[src/logic/pam4_defs.svh]
`ifndef PAM4_DEFS_SVH
`define PAM4_DEFS_SVH

// width of one channel sample, two's complement
`define PAM4_SAMPLE_W 8

// distance between adjacent ideal levels
// levels sit at -1.5, -0.5, +0.5 and +1.5 times this value
`define PAM4_SYMBOL_SEP 48

// one-tap isi coefficient as a right shift
// a shift of 1 gives alpha = 0.5
`define PAM4_ISI_SHIFT 1

// width of the additive noise sample, two's complement
`define PAM4_NOISE_W 6

`endif

[src/logic/pam4_pkg.sv]
`include "pam4_defs.svh"

package pam4_pkg;

    // pam4 symbol, 0 is the most negative level
    typedef logic [1:0] symbol_t;

    // channel sample
    typedef logic signed [`PAM4_SAMPLE_W-1:0] sample_t;

    // additive noise sample
    typedef logic signed [`PAM4_NOISE_W-1:0] noise_t;

    // sample minus isi estimate, and slicer errors
    // two guard bits so neither step can overflow
    typedef logic signed [`PAM4_SAMPLE_W+1:0] residual_t;

    // squared slicer error, always non-negative
    typedef logic [2*(`PAM4_SAMPLE_W+2)-1:0] error_sq_t;

    typedef struct packed {
        logic    valid;
        symbol_t symbol;
    } symbol_beat_t;

    typedef struct packed {
        logic    valid;
        sample_t level;
    } sample_beat_t;

    // ideal received level of a symbol
    // (2*sym - 3) * sep / 2 gives -72, -24, 24, 72 for sep = 48
    function automatic sample_t level_of(input symbol_t sym);
        int lvl;
        lvl = ((2 * int'(sym)) - 3) * `PAM4_SYMBOL_SEP / 2;
        return sample_t'(lvl);
    endfunction

    // postcursor contribution of a symbol, alpha times its ideal level
    // arithmetic shift keeps the sign, -36, -12, 12, 36 for alpha = 0.5
    function automatic sample_t isi_of(input symbol_t sym);
        sample_t lvl;
        lvl = level_of(sym);
        return sample_t'(lvl >>> `PAM4_ISI_SHIFT);
    endfunction

endpackage

[src/logic/dfe_detector.sv]
`timescale 1ns/100ps

module dfe_detector (
    input  logic                    clk,
    input  logic                    rstn,
    input  pam4_pkg::sample_beat_t  sample,
    output pam4_pkg::symbol_beat_t  decision
);

    pam4_pkg::symbol_t    prev_decision;
    pam4_pkg::residual_t  residual;
    pam4_pkg::residual_t  err [4];
    pam4_pkg::error_sq_t  err_sq [4];
    pam4_pkg::symbol_t    best_symbol;
    pam4_pkg::error_sq_t  best_err_sq;
    logic                 decision_valid;
    pam4_pkg::symbol_t    decision_symbol;

    // cancel the postcursor using our own last decision
    always_comb begin
        residual = pam4_pkg::residual_t'(sample.level)
                 - pam4_pkg::residual_t'(pam4_pkg::isi_of(prev_decision));
    end

    // error against each ideal level, then squared
    always_comb begin
        for (int i = 0; i < 4; i++) begin
            err[i]    = residual
                      - pam4_pkg::residual_t'(pam4_pkg::level_of(pam4_pkg::symbol_t'(i)));
            err_sq[i] = err[i] * err[i];
        end
    end

    // nearest level by least squared error
    // strict compare so a tie keeps the lower symbol
    always_comb begin
        best_symbol = pam4_pkg::symbol_t'(0);
        best_err_sq = err_sq[0];
        for (int i = 1; i < 4; i++) begin
            if (err_sq[i] < best_err_sq) begin
                best_symbol = pam4_pkg::symbol_t'(i);
                best_err_sq = err_sq[i];
            end
        end
    end

    // valid strobe and feedback tap
    always_ff @(posedge clk) begin
        if (!rstn) begin
            decision_valid <= 1'b0;
            prev_decision  <= pam4_pkg::symbol_t'(1);
        end else begin
            decision_valid <= sample.valid;
            if (sample.valid) begin
                prev_decision <= best_symbol;
            end
        end
    end

    // output symbol, held between valid samples
    always_ff @(posedge clk) begin
        if (sample.valid) begin
            decision_symbol <= best_symbol;
        end
    end

    assign decision = '{valid: decision_valid, symbol: decision_symbol};

endmodule

[src/logic/isi_channel.sv]
`timescale 1ns/100ps

`include "pam4_defs.svh"

module isi_channel (
    input  logic                    clk,
    input  logic                    rstn,
    input  pam4_pkg::symbol_beat_t  symbol_in,
    input  pam4_pkg::noise_t        noise_in,
    output pam4_pkg::sample_beat_t  sample
);

    // two guard bits over the sample width
    // level + isi + noise stays well inside this before the clamp
    typedef logic signed [`PAM4_SAMPLE_W+1:0] level_sum_t;

    localparam level_sum_t sat_max = level_sum_t'((1 << (`PAM4_SAMPLE_W - 1)) - 1);
    localparam level_sum_t sat_min = level_sum_t'(-(1 << (`PAM4_SAMPLE_W - 1)));

    pam4_pkg::symbol_t  prev_symbol;
    level_sum_t         level_sum;
    pam4_pkg::sample_t  level_sat;
    logic               sample_valid;
    pam4_pkg::sample_t  sample_level;

    // ideal level of the current symbol plus isi of the previous one, plus noise
    always_comb begin
        level_sum = level_sum_t'(pam4_pkg::level_of(symbol_in.symbol))
                  + level_sum_t'(pam4_pkg::isi_of(prev_symbol))
                  + level_sum_t'(noise_in);
    end

    // saturate to the sample range
    always_comb begin
        if (level_sum > sat_max) begin
            level_sat = pam4_pkg::sample_t'(sat_max);
        end else if (level_sum < sat_min) begin
            level_sat = pam4_pkg::sample_t'(sat_min);
        end else begin
            level_sat = pam4_pkg::sample_t'(level_sum);
        end
    end

    // valid strobe and channel memory
    always_ff @(posedge clk) begin
        if (!rstn) begin
            sample_valid <= 1'b0;
            // channel starts as if the last symbol sent was 1
            prev_symbol  <= pam4_pkg::symbol_t'(1);
        end else begin
            sample_valid <= symbol_in.valid;
            if (symbol_in.valid) begin
                prev_symbol <= symbol_in.symbol;
            end
        end
    end

    // level holds through idle cycles
    always_ff @(posedge clk) begin
        if (symbol_in.valid) begin
            sample_level <= level_sat;
        end
    end

    assign sample = '{valid: sample_valid, level: sample_level};

endmodule

[src/logic/pam4_link.sv]
`timescale 1ns/100ps

module pam4_link (
    input  logic                    clk,
    input  logic                    rstn,
    input  pam4_pkg::symbol_beat_t  symbol_in,
    input  pam4_pkg::noise_t        noise_in,
    output pam4_pkg::sample_beat_t  sample,
    output pam4_pkg::symbol_beat_t  decision
);

    // channel output, one cycle after the symbol
    pam4_pkg::sample_beat_t channel_sample;

    // one-tap isi channel with noise
    isi_channel i_isi_channel (
        .clk       (clk),
        .rstn      (rstn),
        .symbol_in (symbol_in),
        .noise_in  (noise_in),
        .sample    (channel_sample)
    );

    // receiver, decision lands two cycles after the symbol
    dfe_detector i_dfe_detector (
        .clk      (clk),
        .rstn     (rstn),
        .sample   (channel_sample),
        .decision (decision)
    );

    // sample is also brought out for observation
    assign sample = channel_sample;

endmodule

[config.mk]
export PLATFORM = sky130hd
export DESIGN_NAME = pam4_link
export DESIGN_NICKNAME = d
export VERILOG_FILES = /design/src/logic/pam4_pkg.sv /design/src/logic/dfe_detector.sv /design/src/logic/isi_channel.sv /design/src/logic/pam4_link.sv
export VERILOG_INCLUDE_DIRS = /design/src /design/src/logic
export SDC_FILE = /design/constraint.sdc
export NUM_CORES = 1
export LEC_CHECK = 0
export BUFFER_PORTS_ARGS = -buffer_cell sky130_fd_sc_hd__buf_2
export CORE_ASPECT_RATIO = 0.5
export CORE_MARGIN = 4
export CORE_UTILIZATION = 45
export DETAILED_ROUTE_END_ITERATION = 12
export GPL_TIMING_DRIVEN = 0
export PLACE_DENSITY = 0.65
export SLEW_MARGIN = 20
export SYNTH_ARGS = -nofsm -noshare
export SYNTH_HDL_FRONTEND = slang
export SYNTH_SLANG_ARGS = --single-unit
[constraint.sdc]
create_clock -name clk -period 14.35 [get_ports clk]
set_input_delay 2.87 -clock clk [delete_from_list [all_inputs] [get_ports clk]]
set_output_delay 2.87 -clock clk [all_outputs]
set_load 0.005 [all_outputs]
Word-level counts from Yosys, hierarchy flattened
Cells that the tools add are included.

operators by class
  add/sub/neg operators = 10
  $lt $le $gt $ge = 5
  multiply operators = 7
  mux-type cells = 6

operator list
  operator                                                                          number
  10-bit by 10-bit multiplier with 20-bit output                                    4
  20-bit less-than comparator                                                       3
  20-bit two-way mux                                                                2
  9-bit by 6-bit subtractor with 10-bit output, second input constant               2
  9-bit by 8-bit subtractor with 10-bit output, second input constant               2
  4-bit by 3-bit multiplier with 5-bit output, second input constant                3
  3-bit by 2-bit subtractor with 4-bit output, second input constant                3
  9-bit by 6-bit adder with 10-bit output                                           1
  10-bit by 8-bit greater-than comparator with 1-bit output, second input constant  1
  10-bit by 8-bit less-than comparator with 1-bit output, second input constant     1
  8-bit by 7-bit adder with 9-bit output                                            1
  8-bit by 7-bit subtractor with 9-bit output                                       1
  8-bit two-way mux                                                                 1
  2-bit two-way mux                                                                 2
  1-bit two-way mux                                                                 1

word-level totals
  output and inout port bits = 12
  flip-flop bits (word level) = 16

Longest topological paths before layout
  word-level depth = 11
  depth in mapped cells = 62
  mapped depth without buffers = 58

Modules after synthesis
From an unflattened synthesis, not the netlist that was laid out.

unflattened totals
  cell total of the unflattened synthesis = 1,930
  area, all modules = 16,848.7 µm²

modules (own cells, without submodules)
  module        times used  area each (µm²)  sequential area each (µm²)  cells an instance
  dfe_detector  1           15,692.6         120.1                       1,807
  isi_channel   1           1,156.1          300.3                       123

Least setup slack after synthesis
No wires, ideal clock.

  path type = register to register
  start point = reg i_dfe_detector.prev_decision[0]
  end point = reg i_dfe_detector.prev_decision[0]
  setup slack = 2.245 ns
  path buffers = 4
  period minus slack after synthesis = 12.105 ns
  stages on the path, launching flop included = 61
  arrival = 12.031 ns
  cell sequence = dfxtp_1 -> ha_1 -> xnor2_1 -> ha_1 -> a21oi_1 -> nor2_1 -> nor2_1 -> xnor2_1 -> clkbuf_1 -> a21oi_1 -> o21ai_1 -> clkinv_1 -> nand2_1 -> inv_1 -> fa_1 -> inv_1 -> fa_1 -> inv_1 -> [25 not listed] -> a21oi_1 -> o21ai_0 -> a31oi_1 -> o31a_1 -> o21a_1 -> nor3_2 -> buf_2 -> mux2i_1 -> ha_1 -> o21a_1 -> o21a_1 -> o21ai_0 -> a21oi_1 -> o21ai_0 -> nand2_1 -> a21o_1 -> o311a_1 -> o21ai_0

on the way
  word-level cells in the longest chain between the ends = 11

ends and longest elaborated chain
  what                                                                                                                 line                text
  from (decl)                                                                                                          dfe_detector.sv:10  pam4_pkg::symbol_t prev_decision;
  from (signal assigned)                                                                                               dfe_detector.sv:51  prev_decision <= pam4_pkg::symbol_t'(1);
  from (signal assigned)                                                                                               dfe_detector.sv:55  prev_decision <= best_symbol;
  3-bit by 2-bit subtractor with 4-bit output *                                                                        pam4_pkg.sv:35      lvl = ((2 * int'(sym)) - 3) * `PAM4_SYMBOL_SEP / 2;
  4-bit by 3-bit multiplier with 5-bit output (no line) *                                                              --
  8-bit by 7-bit subtractor with 9-bit output *                                                                        dfe_detector.sv:22  - pam4_pkg::residual_t'(pam4_pkg::isi_of(prev_decision));
  9-bit by 6-bit subtractor with 10-bit output / 9-bit by 8-bit subtractor with 10-bit output (equally long branches)  dfe_detector.sv:29  - pam4_pkg::residual_t'(pam4_pkg::level_of(pam4_pkg::symbol_t'(i)));
  10-bit by 10-bit multiplier with 20-bit output                                                                       dfe_detector.sv:30  err_sq[i] = err[i] * err[i];
  20-bit less-than comparator                                                                                          dfe_detector.sv:40  if (err_sq[i] < best_err_sq) begin
  20-bit two-way mux                                                                                                   dfe_detector.sv:40
  20-bit less-than comparator                                                                                          dfe_detector.sv:40
  20-bit two-way mux                                                                                                   dfe_detector.sv:40
  20-bit less-than comparator                                                                                          dfe_detector.sv:40
  2-bit two-way mux *                                                                                                  dfe_detector.sv:40

Mark *: on every way between the ends. The rest lies on a longest branch, timed or not.
A chain may end at the register's enable or synchronous reset.

Final worst setup path
  start point = reg i_isi_channel.sample_level[2]
  end point = reg i_dfe_detector.prev_decision[0]

on the way
  word-level cells in the longest chain between the ends = 9

ends and longest elaborated chain
  what                                                                                                                 line                text
  from (decl)                                                                                                          isi_channel.sv:24   pam4_pkg::sample_t sample_level;
  from (signal assigned)                                                                                               isi_channel.sv:61   sample_level <= level_sat;
  8-bit by 7-bit subtractor with 9-bit output *                                                                        dfe_detector.sv:22
  9-bit by 6-bit subtractor with 10-bit output / 9-bit by 8-bit subtractor with 10-bit output (equally long branches)  dfe_detector.sv:29
  10-bit by 10-bit multiplier with 20-bit output                                                                       dfe_detector.sv:30
  20-bit less-than comparator                                                                                          dfe_detector.sv:40
  20-bit two-way mux                                                                                                   dfe_detector.sv:40
  20-bit less-than comparator                                                                                          dfe_detector.sv:40
  20-bit two-way mux                                                                                                   dfe_detector.sv:40
  20-bit less-than comparator                                                                                          dfe_detector.sv:40
  2-bit two-way mux *                                                                                                  dfe_detector.sv:40

Marks and branches as above.

==> impl_metrics.csv <==
group,metric,value,unit
layout,antennaDiodeCount,0,
clock_tree,clockBufferDepth,2,
sta,maxSlewViolCount,0,
logic_synthesis,ys_seq_elements,16,
setup_path,r2r_slack,710,ps
clock_tree,clk_pin_slew,70,ps
clock_tree,cts-root-buf,"clkbuf_16",
setup_path,crit_fanout,11,
floorplanning,rows,49,
layout,fin_area,17500,sq um
sta,setup_viol,0,
route,dr.pass1.iters,7,
clock_tree,cts.sinks,16,
hold_path,worstHoldPathCells,2,
global_route,grt_pass1_wl,66900,um
hold_path,whs_endpoint,"i_isi_channel.prev_symbol[1]",
route,drt-total-wl,40800,um
logic_synthesis,yosysSeqAreaShare,0.0255,
global_route,grt_max_degree,15,
logic_synthesis,synth_ff_type,"edfxtp_1",
floorplanning,start_util,0.457,
logic_synthesis,synth_fa_ha_area_frac,0.580,
setup_path,r2r-end,"i_dfe_detector.prev_decision[0]",
route,ant_nets,0,
floorplanning,die_x,279,um
logic_synthesis,synth_edf_count,10,
logic_synthesis,synth_nets,2448,
layout,final_nets,2481,
route,routedWlPerCell,17.1,um
setup_path,r2r_cells,54,
clock_tree,h-tree-depth,1,
logic_synthesis,syn_avg_cell_area,8.84,sq um
clock_tree,cts-buffers-inserted,3,
sta,rsz0062_at_grt,"no",
logic_synthesis,synth.yosys.warnings,0,
sta,relSlewSlack,0.291,
floorplanning,fp.dieH,143,um
logic_synthesis,synth_mux_area_frac,0.00615,
logic_synthesis,yosys.area_share.xor_xnor,0.0638,
sta,fin_crit_sh,0.950,
global_route,grt_pass1_vias,12900,
sta,tightestPinTransition,1060,ps
floorplanning,coreArea,36000,sq um
setup_path,required,14550,ps
hold_path,hp-class,"register to register",
placement,globalplace.congestion,0.923,
placement,dp_hpwl,35200,um
placement,io_buffers,22,
run_status,status,"finished, final reports clean",
global_route,overflow,0,
layout,drive_gt1_frac,0.0538,
logic_synthesis,yosysUniqueCellTypes,67,
sta,fmax,0.0733,GHz
setup_path,cp_common_cell,"ha_1",
setup_path,startpoint_type,"register",
setup_path,arrival,13830,ps
sta,fin_crit,13640,ps
sta,timing.final.hold_violations,0,
logic_synthesis,synth_cells,1865,
floorplanning,dieArea,39900,sq um
logic_synthesis,yosys.area_share.simple,0.0952,
setup_path,end_kind,"register",
logic_synthesis,synth_compound_area_frac,0.106,
global_route,grt_use_total,0.213,
logic_synthesis,synth_top_family_by_area,"adder cells",
setup_path,r2r_start,"i_isi_channel.sample_level[2]",
route,drc,0,
sta,clock_skew,10.7,ps
clock_tree,clk_latency,270,ps
clock_tree,cts_hold_buf,0,
floorplanning,ios,23,
route,viasPerCell,5.16,
setup_path,max_stage_delay,630,ps
setup_path,worstSetupPathType,"register to register",
run,cap_viol_max_count,0,
route,first_iter_violations,657,
placement,place_area,17200,sq um
clock_tree,cts_tree,"done",
setup_path,cp_slowest_cell,"fa_1",
global_route,antenna_found_initial,0,
hold_path,min_from,"i_isi_channel.prev_symbol[1]",
route,vias,12300,
logic_synthesis,async_flop_share,0,
layout,area_growth,6.38,%
logic_synthesis,syn_area,16500,sq um
==> worst max-delay path by stage <==
stage	from	end
floorplan	i_dfe_detector.prev_decision[0]	i_dfe_detector.prev_decision[0]
global placement	i_isi_channel.sample_level[2]	i_dfe_detector.prev_decision[1]
detailed placement	i_isi_channel.sample_level[2]	i_dfe_detector.prev_decision[1]
CTS	i_isi_channel.sample_level[2]	i_dfe_detector.prev_decision[0]
global route	i_dfe_detector.prev_decision[1]	i_dfe_detector.prev_decision[0]
finish	i_isi_channel.sample_level[2]	i_dfe_detector.prev_decision[0]
==> cell families (layout without fill, tap and decap cells) <==
logic type      count (synthesis)  count (layout)
fa+ha+maj                     572             572
buf+inv                       534             566
simple gates                  353             353
compound gates                260             260
xor+xnor                      120             120
flops                          16              16
mux                            10              10
==> synthesized netlist by cell type, types with 3 or more instances <==
library cell / number / area share
inv_1: 498 / 0.11
fa_1: 320 / 0.39
ha_1: 252 / 0.19
nor2_1: 140 / 0.032
nand2_1: 117 / 0.027
xnor2_1: 92 / 0.049
a21oi_1: 79 / 0.024
o21ai_0: 43 / 0.013
a21o_1: 34 / 0.015
xor2_1: 28 / 0.015
o21a_1: 19 / 0.0087
clkbuf_1: 18 / 0.0041
o21bai_1: 17 / 0.0077
nor3_1: 16 / 0.0049
and2_1: 15 / 0.0057
nand2b_1: 11 / 0.0042
nand3_1: 11 / 0.0033
edfxtp_1: 10 / 0.018
mux2i_1: 9 / 0.0055
a211oi_1: 8 / 0.0036
clkinv_1: 8 / 0.0018
nand4_1: 8 / 0.0030
o21ai_1: 7 / 0.0021
a221oi_2: 6 / 0.0055
and3_1: 6 / 0.0023
dfxtp_1: 6 / 0.0073
nor2b_1: 6 / 0.0023
a21oi_2: 5 / 0.0027
a221oi_1: 5 / 0.0027
nor2_2: 5 / 0.0019
a31oi_1: 4 / 0.0015
nor4_1: 4 / 0.0015
o31ai_1: 4 / 0.0018
a2111oi_0: 3 / 0.0016
a211o_1: 3 / 0.0016
a211oi_2: 3 / 0.0023
a31o_2: 3 / 0.0016
nor3_2: 3 / 0.0018
o31a_1: 3 / 0.0016
==> stage by stage <==
step / hold WS (ps) / std cells / setup WS [ps] / util / TNS (ps)
final: 575 / 2381 / 712 / 0.486 / 0
after global placement: 555 / 2371 / -585 / 0.477 / -1910
after global routing: 603 / 2381 / 10.2 / 0.486 / 0
after CTS: 580 / 2375 / 6.35 / 0.480 / 0
after detailed placement: 572 / 2371 / -732 / 0.477 / -2490
after floorplan: 519 / 1865 / 2240 / - / 0
==> timing repair <==
action / in CTS / in global routing
pin swaps: 0 / 2
setup endpoints to repair: 4 / 4
resized for setup: 7 / 53
setup buffers: 0 / 6
==> layout make-up <==
type | count | area, sq um
Tap cell | 484 | 606
Buffer | 27 | 160
Timing Repair Buffer | 28 | 155
Fill cell | 3456 | 18500
Sequential cell | 16 | 422
Multi-Input combinational cell | 1315 | 14200
Clock buffer | 3 | 75.1
Inverter | 507 | 1920
Clock inverter | 1 | 3.75
==> cells in the final DEF (no fill, tap or decap), types with 5 or more instances in the layout <==
cell / instances
inv_1: 497
fa_1: 319
ha_1: 251
nor2_1: 140
nand2_1: 116
xnor2_1: 84
a21oi_1: 78
o21ai_0: 42
a21o_1: 34
xor2_1: 24
buf_2: 22
o21a_1: 19
o21bai_1: 17
nor3_1: 16
and2_1: 15
nand2b_1: 11
nand3_1: 11
buf_4: 11
clkbuf_1: 11
edfxtp_1: 10
mux2i_1: 9
nand4_1: 8
a211oi_1: 8
and3_1: 6
nor2b_1: 6
xnor2_2: 6
a221oi_2: 6
o21ai_1: 5
clkbuf_2: 5
a21oi_2: 5
clkinv_1: 5
nor2_2: 5
a221oi_1: 5
dfxtp_1: 5
==> state kept, by name, summed over array words and instances, names as in the netlist <==
signal / flops
i_dfe_detector.decision_symbol: 2
i_dfe_detector.decision_valid: 1
i_dfe_detector.prev_decision: 2
i_isi_channel.prev_symbol: 2
i_isi_channel.sample_level: 8
i_isi_channel.sample_valid: 1
==> worst max-delay path: cells and delay by family (launching register included) <==
family                   cells  cell delay (ps)
multiplexers                 1              120
buffers and inverters       11             2200
XOR/XNOR                     2              880
AND/OR/NAND/NOR              6             1180
AO/OA/AOI/OAI               23             4480
flip-flops                   1              470
adder cells (fa/ha/maj)     11             4190
==> per-layer routing <==
metal	GRT usage	routed length [um]	up-vias
li1	-	-	5817
met1	0.290	18500	6089
met2	0.359	18500	314
met3	0.0386	2780	59
met4	0.0466	1030	0
met5	0	0	-
Power is not shown: default switching activity piles up to over one toggle a cycle in this logic, so the estimate is an artifact.
